### config.mk
export PLATFORM = sky130hd
export DESIGN_NAME = xalu_top
export DESIGN_NICKNAME = d
export VERILOG_FILES = /design/src/source/xalu_data_pkg.sv /design/src/source/xalu_op_pkg.sv /design/src/source/xalu_divider.sv /design/src/source/xalu_hilo_unit.sv /design/src/source/xalu_multiplier.sv /design/src/source/xalu_top.sv
export SDC_FILE = /design/constraint.sdc
export NUM_CORES = 2
export LEC_CHECK = 0
export ABC_AREA = 0
export BUFFER_PORTS_ARGS = -buffer_cell sky130_fd_sc_hd__buf_4
export CAP_MARGIN = 20
export CORE_MARGIN = 2
export CORE_UTILIZATION = 55
export CTS_CLUSTER_DIAMETER = 100
export DETAILED_ROUTE_END_ITERATION = 8
export PLACE_DENSITY = 0.75
export SYNTH_ARGS = -nofsm -noshare
export SYNTH_HDL_FRONTEND = slang
export SYNTH_HIERARCHICAL = 1
export SYNTH_SLANG_ARGS = --single-unit
### constraint.sdc
create_clock -name clk -period 6.54 [get_ports clk]
set_input_delay 0.327 -clock clk [delete_from_list [all_inputs] [get_ports clk]]
set_output_delay 0.327 -clock clk [all_outputs]
set_load 0.005 [all_outputs]
### src/source/xalu_data_pkg.sv
`default_nettype none

package xalu_data_pkg;

    localparam int WORD_W  = 32;
    localparam int DWORD_W = 2 * WORD_W;

    localparam int MULT_CYCLES = 8;                 // one radix-16 step per cycle
    localparam int DIV_CYCLES  = 33;                // sign prep plus one bit per cycle
    localparam int DIV_STEPS   = DIV_CYCLES - 1;    // restoring steps only

    localparam int MULT_CNT_W = $clog2(MULT_CYCLES);
    localparam int DIV_CNT_W  = $clog2(DIV_STEPS);

    typedef logic [WORD_W-1:0]  word_t;
    typedef logic [DWORD_W-1:0] dword_t;            // {hi, lo}

    // request from the hi/lo unit into one arithmetic unit
    typedef struct packed {
        logic  start;          // single-cycle pulse
        logic  is_signed;
        word_t a;
        word_t b;
    } unit_req_t;

    typedef struct packed {
        logic   done;          // single-cycle pulse
        dword_t value;
    } unit_res_t;

endpackage

`default_nettype wire

### src/source/xalu_op_pkg.sv
`default_nettype none

package xalu_op_pkg;

    typedef enum logic [3:0] {
        OP_NOP   = 4'd0,
        OP_MULT  = 4'd1,
        OP_MULTU = 4'd2,
        OP_MADD  = 4'd3,
        OP_MADDU = 4'd4,
        OP_MSUB  = 4'd5,
        OP_MSUBU = 4'd6,
        OP_DIV   = 4'd7,
        OP_DIVU  = 4'd8,
        OP_MTHI  = 4'd9,
        OP_MTLO  = 4'd10
    } xalu_op_t;

    typedef struct packed {
        xalu_op_t             op;
        xalu_data_pkg::word_t a;     // rs
        xalu_data_pkg::word_t b;     // rt
    } xalu_issue_t;

    // all forms that go through the multiplier
    function automatic logic is_mul_op(xalu_op_t op);
        return op inside {OP_MULT, OP_MULTU, OP_MADD, OP_MADDU, OP_MSUB, OP_MSUBU};
    endfunction

    function automatic logic is_div_op(xalu_op_t op);
        return op inside {OP_DIV, OP_DIVU};
    endfunction

    function automatic logic is_signed_op(xalu_op_t op);
        return op inside {OP_MULT, OP_MADD, OP_MSUB, OP_DIV};
    endfunction

endpackage

`default_nettype wire

### src/source/xalu_divider.sv
`timescale 1ns/10ps
`default_nettype none

module xalu_divider (
    input  logic                     clk,
    input  logic                     reset,
    input  xalu_data_pkg::unit_req_t req_i,
    input  logic                     abort_i,
    output xalu_data_pkg::unit_res_t res_o
);

    typedef enum logic [1:0] {
        IDLE,
        PREP,
        STEP,
        DONE
    } div_state_t;

    div_state_t                          state;
    logic [xalu_data_pkg::DIV_CNT_W-1:0] step_cnt;
    logic                                last_step;

    xalu_data_pkg::word_t                op_a;      // raw dividend
    xalu_data_pkg::word_t                op_b;      // raw divisor
    logic                                sgn;
    xalu_data_pkg::word_t                mag_a;
    xalu_data_pkg::word_t                mag_b;

    xalu_data_pkg::word_t                rem;
    xalu_data_pkg::word_t                quo;       // dividend bits shift out, quotient in
    xalu_data_pkg::word_t                dvs;
    logic                                neg_q;
    logic                                neg_r;

    // one restoring step, returns {remainder, quotient}
    function automatic xalu_data_pkg::dword_t div_step(xalu_data_pkg::word_t r,
                                                       xalu_data_pkg::word_t q,
                                                       xalu_data_pkg::word_t d);
        logic [32:0] trial;
        logic [32:0] diff;
        trial = {r, q[31]};
        diff  = trial - {1'b0, d};
        if (!diff[32]) begin
            return {diff[31:0], q[30:0], 1'b1};
        end
        return {trial[31:0], q[30:0], 1'b0};      // restore
    endfunction

    always_comb begin
        mag_a = (sgn && op_a[31]) ? -op_a : op_a;
        mag_b = (sgn && op_b[31]) ? -op_b : op_b;
    end

    assign last_step = (int'(step_cnt) == xalu_data_pkg::DIV_STEPS - 1);

    always_ff @(posedge clk) begin
        if (reset || abort_i) begin
            state    <= IDLE;
            step_cnt <= '0;
        end else begin
            case (state)
                IDLE: begin
                    if (req_i.start) begin
                        state <= PREP;
                    end
                end
                PREP: begin
                    state    <= STEP;
                    step_cnt <= 'd1;                  // first bit resolved in prep
                end
                STEP: begin
                    if (last_step) begin
                        state    <= DONE;
                        step_cnt <= '0;
                    end else begin
                        step_cnt <= step_cnt + 1'b1;
                    end
                end
                DONE: state <= IDLE;
                default: state <= IDLE;
            endcase
        end
    end

    always_ff @(posedge clk) begin
        case (state)
            IDLE: begin
                if (req_i.start) begin
                    op_a <= req_i.a;
                    op_b <= req_i.b;
                    sgn  <= req_i.is_signed;
                end
            end
            PREP: begin
                {rem, quo} <= div_step('0, mag_a, mag_b);
                dvs        <= mag_b;
                neg_q      <= sgn && (op_a[31] ^ op_b[31]);
                neg_r      <= sgn && op_a[31];       // remainder follows the dividend
            end
            STEP: {rem, quo} <= div_step(rem, quo, dvs);
            default: ;
        endcase
    end

    always_comb begin
        res_o.done  = (state == DONE);
        res_o.value = {neg_r ? -rem : rem, neg_q ? -quo : quo};
    end

endmodule

`default_nettype wire

### src/source/xalu_hilo_unit.sv
`timescale 1ns/10ps
`default_nettype none

module xalu_hilo_unit (
    input  logic                       clk,
    input  logic                       reset,
    input  logic                       issue_valid_i,
    input  xalu_op_pkg::xalu_issue_t   issue_i,
    input  logic                       flush_i,
    output xalu_data_pkg::unit_req_t   mul_req_o,
    output xalu_data_pkg::unit_req_t   div_req_o,
    output logic                       abort_o,
    input  xalu_data_pkg::unit_res_t   mul_res_i,
    input  xalu_data_pkg::unit_res_t   div_res_i,
    output xalu_data_pkg::word_t       hi_o,
    output xalu_data_pkg::word_t       lo_o,
    output logic                       busy_o
);

    typedef enum logic [1:0] {
        ACC_NONE,
        ACC_ADD,
        ACC_SUB
    } acc_mode_t;

    logic                  accept;
    logic                  accept_mul;
    logic                  accept_div;
    acc_mode_t             next_mode;

    logic                  busy_q;
    logic                  wait_div;      // operation in flight is a divide
    acc_mode_t             acc_mode;
    logic                  mul_start_q;
    logic                  div_start_q;
    logic                  sign_q;
    xalu_data_pkg::word_t  a_q;
    xalu_data_pkg::word_t  b_q;

    xalu_data_pkg::word_t  hi_q;
    xalu_data_pkg::word_t  lo_q;
    xalu_data_pkg::dword_t hilo;
    xalu_data_pkg::dword_t mul_sum;
    logic                  mul_done;
    logic                  div_done;

    assign accept     = issue_valid_i && !busy_q && !flush_i &&
                        (issue_i.op != xalu_op_pkg::OP_NOP);
    assign accept_mul = accept && xalu_op_pkg::is_mul_op(issue_i.op);
    assign accept_div = accept && xalu_op_pkg::is_div_op(issue_i.op);

    // ignore a done that does not belong to the operation in flight
    assign mul_done = busy_q && !wait_div && mul_res_i.done;
    assign div_done = busy_q && wait_div && div_res_i.done;

    assign abort_o = flush_i && busy_q;                 // nothing to cancel when idle

    always_comb begin
        case (issue_i.op)
            xalu_op_pkg::OP_MADD, xalu_op_pkg::OP_MADDU: next_mode = ACC_ADD;
            xalu_op_pkg::OP_MSUB, xalu_op_pkg::OP_MSUBU: next_mode = ACC_SUB;
            default:                                     next_mode = ACC_NONE;
        endcase
    end

    always_ff @(posedge clk) begin
        if (reset) begin
            busy_q      <= 1'b0;
            wait_div    <= 1'b0;
            acc_mode    <= ACC_NONE;
            mul_start_q <= 1'b0;
            div_start_q <= 1'b0;
        end else begin
            mul_start_q <= accept_mul;                  // start one edge after acceptance
            div_start_q <= accept_div;
            if (flush_i) begin
                busy_q <= 1'b0;
            end else if (accept_mul || accept_div) begin
                busy_q   <= 1'b1;
                wait_div <= accept_div;
                acc_mode <= next_mode;
            end else if (mul_done || div_done) begin
                busy_q <= 1'b0;
            end
        end
    end

    // operand capture
    always_ff @(posedge clk) begin
        if (accept) begin
            a_q    <= issue_i.a;
            b_q    <= issue_i.b;
            sign_q <= xalu_op_pkg::is_signed_op(issue_i.op);
        end
    end

    always_comb begin
        mul_req_o.start     = mul_start_q;
        mul_req_o.is_signed = sign_q;
        mul_req_o.a         = a_q;
        mul_req_o.b         = b_q;
        div_req_o.start     = div_start_q;
        div_req_o.is_signed = sign_q;
        div_req_o.a         = a_q;
        div_req_o.b         = b_q;
    end

    assign hilo = {hi_q, lo_q};

    // accumulate wraps modulo 2^64 for both signed and unsigned forms
    always_comb begin
        case (acc_mode)
            ACC_ADD: mul_sum = hilo + mul_res_i.value;
            ACC_SUB: mul_sum = hilo - mul_res_i.value;
            default: mul_sum = mul_res_i.value;
        endcase
    end

    always_ff @(posedge clk) begin
        if (reset) begin
            hi_q <= '0;
            lo_q <= '0;
        end else if (!flush_i) begin
            if (accept && issue_i.op == xalu_op_pkg::OP_MTHI) begin
                hi_q <= issue_i.a;
            end else if (accept && issue_i.op == xalu_op_pkg::OP_MTLO) begin
                lo_q <= issue_i.a;
            end else if (mul_done) begin
                {hi_q, lo_q} <= mul_sum;
            end else if (div_done) begin
                {hi_q, lo_q} <= div_res_i.value;    // remainder to hi, quotient to lo
            end
        end
    end

    assign hi_o   = hi_q;
    assign lo_o   = lo_q;
    assign busy_o = busy_q;

endmodule

`default_nettype wire

### src/source/xalu_multiplier.sv
`timescale 1ns/10ps
`default_nettype none

module xalu_multiplier (
    input  logic                     clk,
    input  logic                     reset,
    input  xalu_data_pkg::unit_req_t req_i,
    input  logic                     abort_i,
    output xalu_data_pkg::unit_res_t res_o
);

    xalu_data_pkg::word_t                 in_mag_a;
    xalu_data_pkg::word_t                 in_mag_b;
    logic                                 in_neg;

    logic                                 running;
    logic [xalu_data_pkg::MULT_CNT_W-1:0] step_cnt;   // steps already taken
    logic                                 last_step;
    logic                                 done_q;

    xalu_data_pkg::word_t                 mag_a;      // multiplicand magnitude
    xalu_data_pkg::word_t                 mag_b;      // consumed msb nibble first
    xalu_data_pkg::dword_t                acc;
    logic                                 prod_neg;

    always_comb begin
        in_mag_a = (req_i.is_signed && req_i.a[31]) ? -req_i.a : req_i.a;
        in_mag_b = (req_i.is_signed && req_i.b[31]) ? -req_i.b : req_i.b;
        in_neg   = req_i.is_signed && (req_i.a[31] ^ req_i.b[31]);
    end

    assign last_step = running && (int'(step_cnt) == xalu_data_pkg::MULT_CYCLES - 1);

    always_ff @(posedge clk) begin
        if (reset || abort_i) begin
            running  <= 1'b0;
            step_cnt <= '0;
            done_q   <= 1'b0;
        end else begin
            done_q <= last_step;                      // product complete after this edge
            if (req_i.start) begin
                running  <= 1'b1;
                step_cnt <= 'd1;                      // top nibble taken on the start edge
            end else if (last_step) begin
                running  <= 1'b0;
                step_cnt <= '0;
            end else if (running) begin
                step_cnt <= step_cnt + 1'b1;
            end
        end
    end

    // shift-add datapath, four multiplier bits per edge
    always_ff @(posedge clk) begin
        if (req_i.start) begin
            mag_a    <= in_mag_a;
            mag_b    <= in_mag_b << 4;
            acc      <= xalu_data_pkg::dword_t'(in_mag_a) *
                        xalu_data_pkg::dword_t'(in_mag_b[31:28]);
            prod_neg <= in_neg;
        end else if (running) begin
            mag_b <= mag_b << 4;
            acc   <= (acc << 4) +
                     xalu_data_pkg::dword_t'(mag_a) * xalu_data_pkg::dword_t'(mag_b[31:28]);
        end
    end

    always_comb begin
        res_o.done  = done_q;
        res_o.value = prod_neg ? -acc : acc;          // two's complement of the magnitude
    end

endmodule

`default_nettype wire

### src/source/xalu_top.sv
`timescale 1ns/10ps
`default_nettype none

module xalu_top (
    input  logic                     clk,
    input  logic                     reset,
    input  logic                     issue_valid_i,
    input  xalu_op_pkg::xalu_issue_t issue_i,
    input  logic                     flush_i,
    output xalu_data_pkg::word_t     hi_o,
    output xalu_data_pkg::word_t     lo_o,
    output logic                     busy_o
);

    xalu_data_pkg::unit_req_t mul_req;
    xalu_data_pkg::unit_req_t div_req;
    xalu_data_pkg::unit_res_t mul_res;
    xalu_data_pkg::unit_res_t div_res;
    logic                     abort;      // shared by both units

    xalu_hilo_unit i_hilo (
        .clk           (clk),
        .reset         (reset),
        .issue_valid_i (issue_valid_i),
        .issue_i       (issue_i),
        .flush_i       (flush_i),
        .mul_req_o     (mul_req),
        .div_req_o     (div_req),
        .abort_o       (abort),
        .mul_res_i     (mul_res),
        .div_res_i     (div_res),
        .hi_o          (hi_o),
        .lo_o          (lo_o),
        .busy_o        (busy_o)
    );

    xalu_multiplier i_mul (
        .clk     (clk),
        .reset   (reset),
        .req_i   (mul_req),
        .abort_i (abort),
        .res_o   (mul_res)
    );

    xalu_divider i_div (
        .clk     (clk),
        .reset   (reset),
        .req_i   (div_req),
        .abort_i (abort),
        .res_o   (div_res)
    );

endmodule

`default_nettype wire

==> flow_summary.yaml <==
outcome:
  outcome: "finished, final reports clean"
cts:
  clkTransAtPathRegs_ps: 60
  cts_buffer_depth: 3
  root_buffer: "clkbuf_16"
  clock-sinks: 435
  cts-buffers-inserted: 51
  cts_tree: "done"
  clkLatencyLatePin_ps: 640
  htreeDepth: 2
power:
  ir_drop_mv: 0.216
  comb_power_share_pct: 43.4
  clockPowerShare_pct: 25.6
  switching_share_pct: 40.2
  p_per_area_nw_per_um2: 274
  seq_power_share_pct: 30.9
  leakage_uw: 0.0181
  p_switching_uw: 4960
  p_int_uw: 7390
die:
  start_util_pct: 55.8
  die_area_um2: 73500
  core-area_um2: 70400
  die_w_um: 271
  ios: 137
  die_y_um: 271
  rows: 97
worst_setup_path:
  worst_setup_path_end_kind: "flop"
  critPathLaunch: "i_hilo/a_q[11]$_DFFE_PP_"
  r2r_cells: 22
  reg2reg_to: "i_mul/acc[34]$_DFFE_PP_"
  arrival_ps: 6740
  critPathRequiredTime_ps: 6900
  crit_fanout: 7
  worstReg2RegStart: "i_hilo/a_q[11]$_DFFE_PP_"
  cp-start-kind: "flop"
  path_class: "reg2reg"
  r2r_setup_slack_ps: 160
timing:
  timing.hold.ws_ps: 43.0
  worst_slew_pin_slew_ps: 1030
  slew_headroom_pct: 31.4
  min_period_ps: 6380
  period_share_pct: 97.6
  drv_slew: 0
  fin_skew_ps: 57.6
  fin_ws_ps: 159
  rsz0062_at_grt: "yes"
  hold_violations: 0
  setup_viol: 0
  fmax_mhz: 157
routing:
  firstDrtPassIters: 9
  viasPerCell: 6.35
  first_iter_violations: 5140
  wire_per_inst_um: 22.8
  vias: 36800
  drt-total-wl_um: 132000
  drc: 0
  antenna_left: 0
finish:
  final_nets: 5223
  area_growth_pct: 14.7
  fillers: 5828
  ff_latch_area_um2: 12000
  final_util_pct: 64.0
  stdcell_area_um2: 45000
  multi_input_area_um2: 25300
  drive_above_1_share_pct: 13.3
yosys:
  yosys.area.top_type_share_pct: 24.9
  synth_area_leaders: "edfxtp_1, fa_1, xnor2_1"
  synth_edf_count: 325
  synth_cells: 4589
  yosys.area.top_type: "edfxtp_1"
  syn_area_um2: 39200
  ys_ff_latch: 435
  ys_types: 102
  seq_area_frac_synth_pct: 30.5
  yosysWarnings: 6
  async_flop_share_pct: 0
  synth-main-ff-cell: "edfxtp_1"
  synth_nets: 5013
  synth_area_per_cell_um2: 8.55
global_routing:
  grtUsageMet2_pct: 52.0
  first_global_vias: 34000
  grt_max_degree: 87
  track_usage_pct: 34.9
  grt.busiest_layer: "met2"
  antenna_found_initial: 20
  grt_first_pass_wirelength_um: 199000
  use_met3_pct: 9.83
  overflow: 0
  met1_usage_pct: 47.1
worst_hold_path:
  hold_path_depth: 1
  min_to: "i_hilo/a_q[8]$_DFFE_PP_"
  min_from: "issue_i[40]"
  min-delay-path-class: "in2reg"
placement:
  hpwlAfterDp_um: 102000
  io_buffers: 136
  placed_area_um2: 42000
  gp_congestion: 1.03
  place_ws_ps: -126
run:
  maxCapViolCount: 0
## cell type report
class	count	share of cell area [%]
diodes	13	0.0722
clock buffers	56	2.92
clock inverters	40	1.20
inverters	343	2.86
multi-input cells	3531	56.1
flip-flops and latches	435	26.6
well taps	940	2.61
repair buffers	437	7.65
## cell usage in the layout (no fill, tap or decap), types with 25 or more instances in the layout
cell           count
dlygate4sd3_1     55
edfxtp_1         325
nand3_1           78
and2_1            57
xor2_1           123
o211ai_1          83
nand2_1          481
xnor2_1          325
nand4_1           35
nor3_1            86
inv_1            340
ha_1             192
o21ai_0          271
or4_1             26
o41ai_1           25
a21oi_1          342
and3_1            37
a21o_1            56
nor2_1           424
o31ai_1           55
or3_1             38
buf_4            379
mux2i_1           30
clkbuf_16         51
o21bai_1          33
dfxtp_1          109
nand2b_1          45
fa_1             152
nor2b_1           25
a31oi_1           46
## state kept, by name, indices dropped and copies added (netlist names), 2 cells and up
register,cells
i_div/quo,32
i_mul/mag_b,28
i_hilo/acc_mode,2
i_div/dvs,32
i_hilo/hi_o,32
i_mul/step_cnt,3
i_hilo/lo_o,32
i_hilo/a_q,32
i_hilo/b_q,32
i_div/op_a,32
i_div/op_b,32
i_mul/mag_a,32
i_div/rem,32
i_div/step_cnt,5
i_mul/acc,64
i_div/state,2
## power by group through the flow
| stage | clock network (uW) | registers [uW] | logic (uW) |
|---|---|---|---|
| floorplan | 0 | 3660 | 3670 |
| global placement | 0 | 3840 | 4990 |
| detailed placement | 0 | 3860 | 5040 |
| CTS | 3160 | 3800 | 5120 |
| global route | 3280 | 3860 | 5840 |
| finish | 3170 | 3820 | 5360 |
## critical path: stages (launching register included)
cell	delay [ps]
edfxtp_1	460
or4_1	590
or3_1	380
nor3_1	350
nand2_1	210
nor3_2	280
nand2_1	150
nand2_1	110
xor2_1	340
nor2_1	100
fa_1	500
inv_1	60
fa_1	530
inv_1	50
ha_1	370
inv_1	120
o21ai_0	250
a2111oi_1	130
o31ai_1	520
o21bai_1	230
o41ai_2	120
xor2_1	180
a21oi_1	90
## synth_stat cells, types with 59 or more instances
cell type and n:
nand2_1 482, edfxtp_1 325, a21oi_1 360, inv_1 342, nor2_1 431, xor2_1 126
fa_1 153, nor3_1 94, nand3_1 80, dfxtp_1 110, o21ai_0 286, buf_4 74
o211ai_1 83, xnor2_1 331, clkbuf_1 186, o31ai_1 60, and2_1 59, ha_1 199
## worst max-delay path by stage
stage	end	slack, ps	cells past startpoint
after CTS	i_hilo/hi_o[26]$_SDFFE_PP0P_	8	26
final	i_mul/acc[34]$_DFFE_PP_	160	22
after detailed placement	i_hilo/hi_o[24]$_SDFFE_PP0P_	-130	27
after global routing	i_mul/acc[26]$_DFFE_PP_	-100	23
after global placement	i_hilo/hi_o[24]$_SDFFE_PP0P_	70	27
after floorplan	i_mul/acc[33]$_DFFE_PP_	170	24
## metrics by stage
step           power, uW  setup TNS (ps)  instances
5_1_grt            13000            -674       5783
4_1_cts            12100               0       5771
6_report           12400               0       5795
3_5_place_dp        8900            -673       5620
3_3_place_gp        8840               0       5620
2_1_floorplan       7330               0       4589
## kinds of logic after synthesis
| logic type | synth area share (%) |
|---|---|
| compound gates | 19.5 |
| xor+xnor | 10.2 |
| fa+ha+maj | 14.1 |
| buf+inv | 6.73 |
| flops | 30.5 |
| mux | 0.995 |
| simple gates | 17.9 |
## what timing repair did
item,4_1_cts,5_1_grt
cloned,0,0
hold endpoints to repair,56,0
hold buffers,55,0
buffers inserted,0,11
endpoints found under the setup margin,21,49
gates resized for setup,4,120
pin swaps,0,42
## routing by layer
layer	vias to the layer above	part of all wire, %
met4	12	5.3
li1	16700	-
met2	2234	42
met5	-	0.043
met1	17500	39
met3	449	13
No activity file was read; power rests on OpenSTA's default activity.
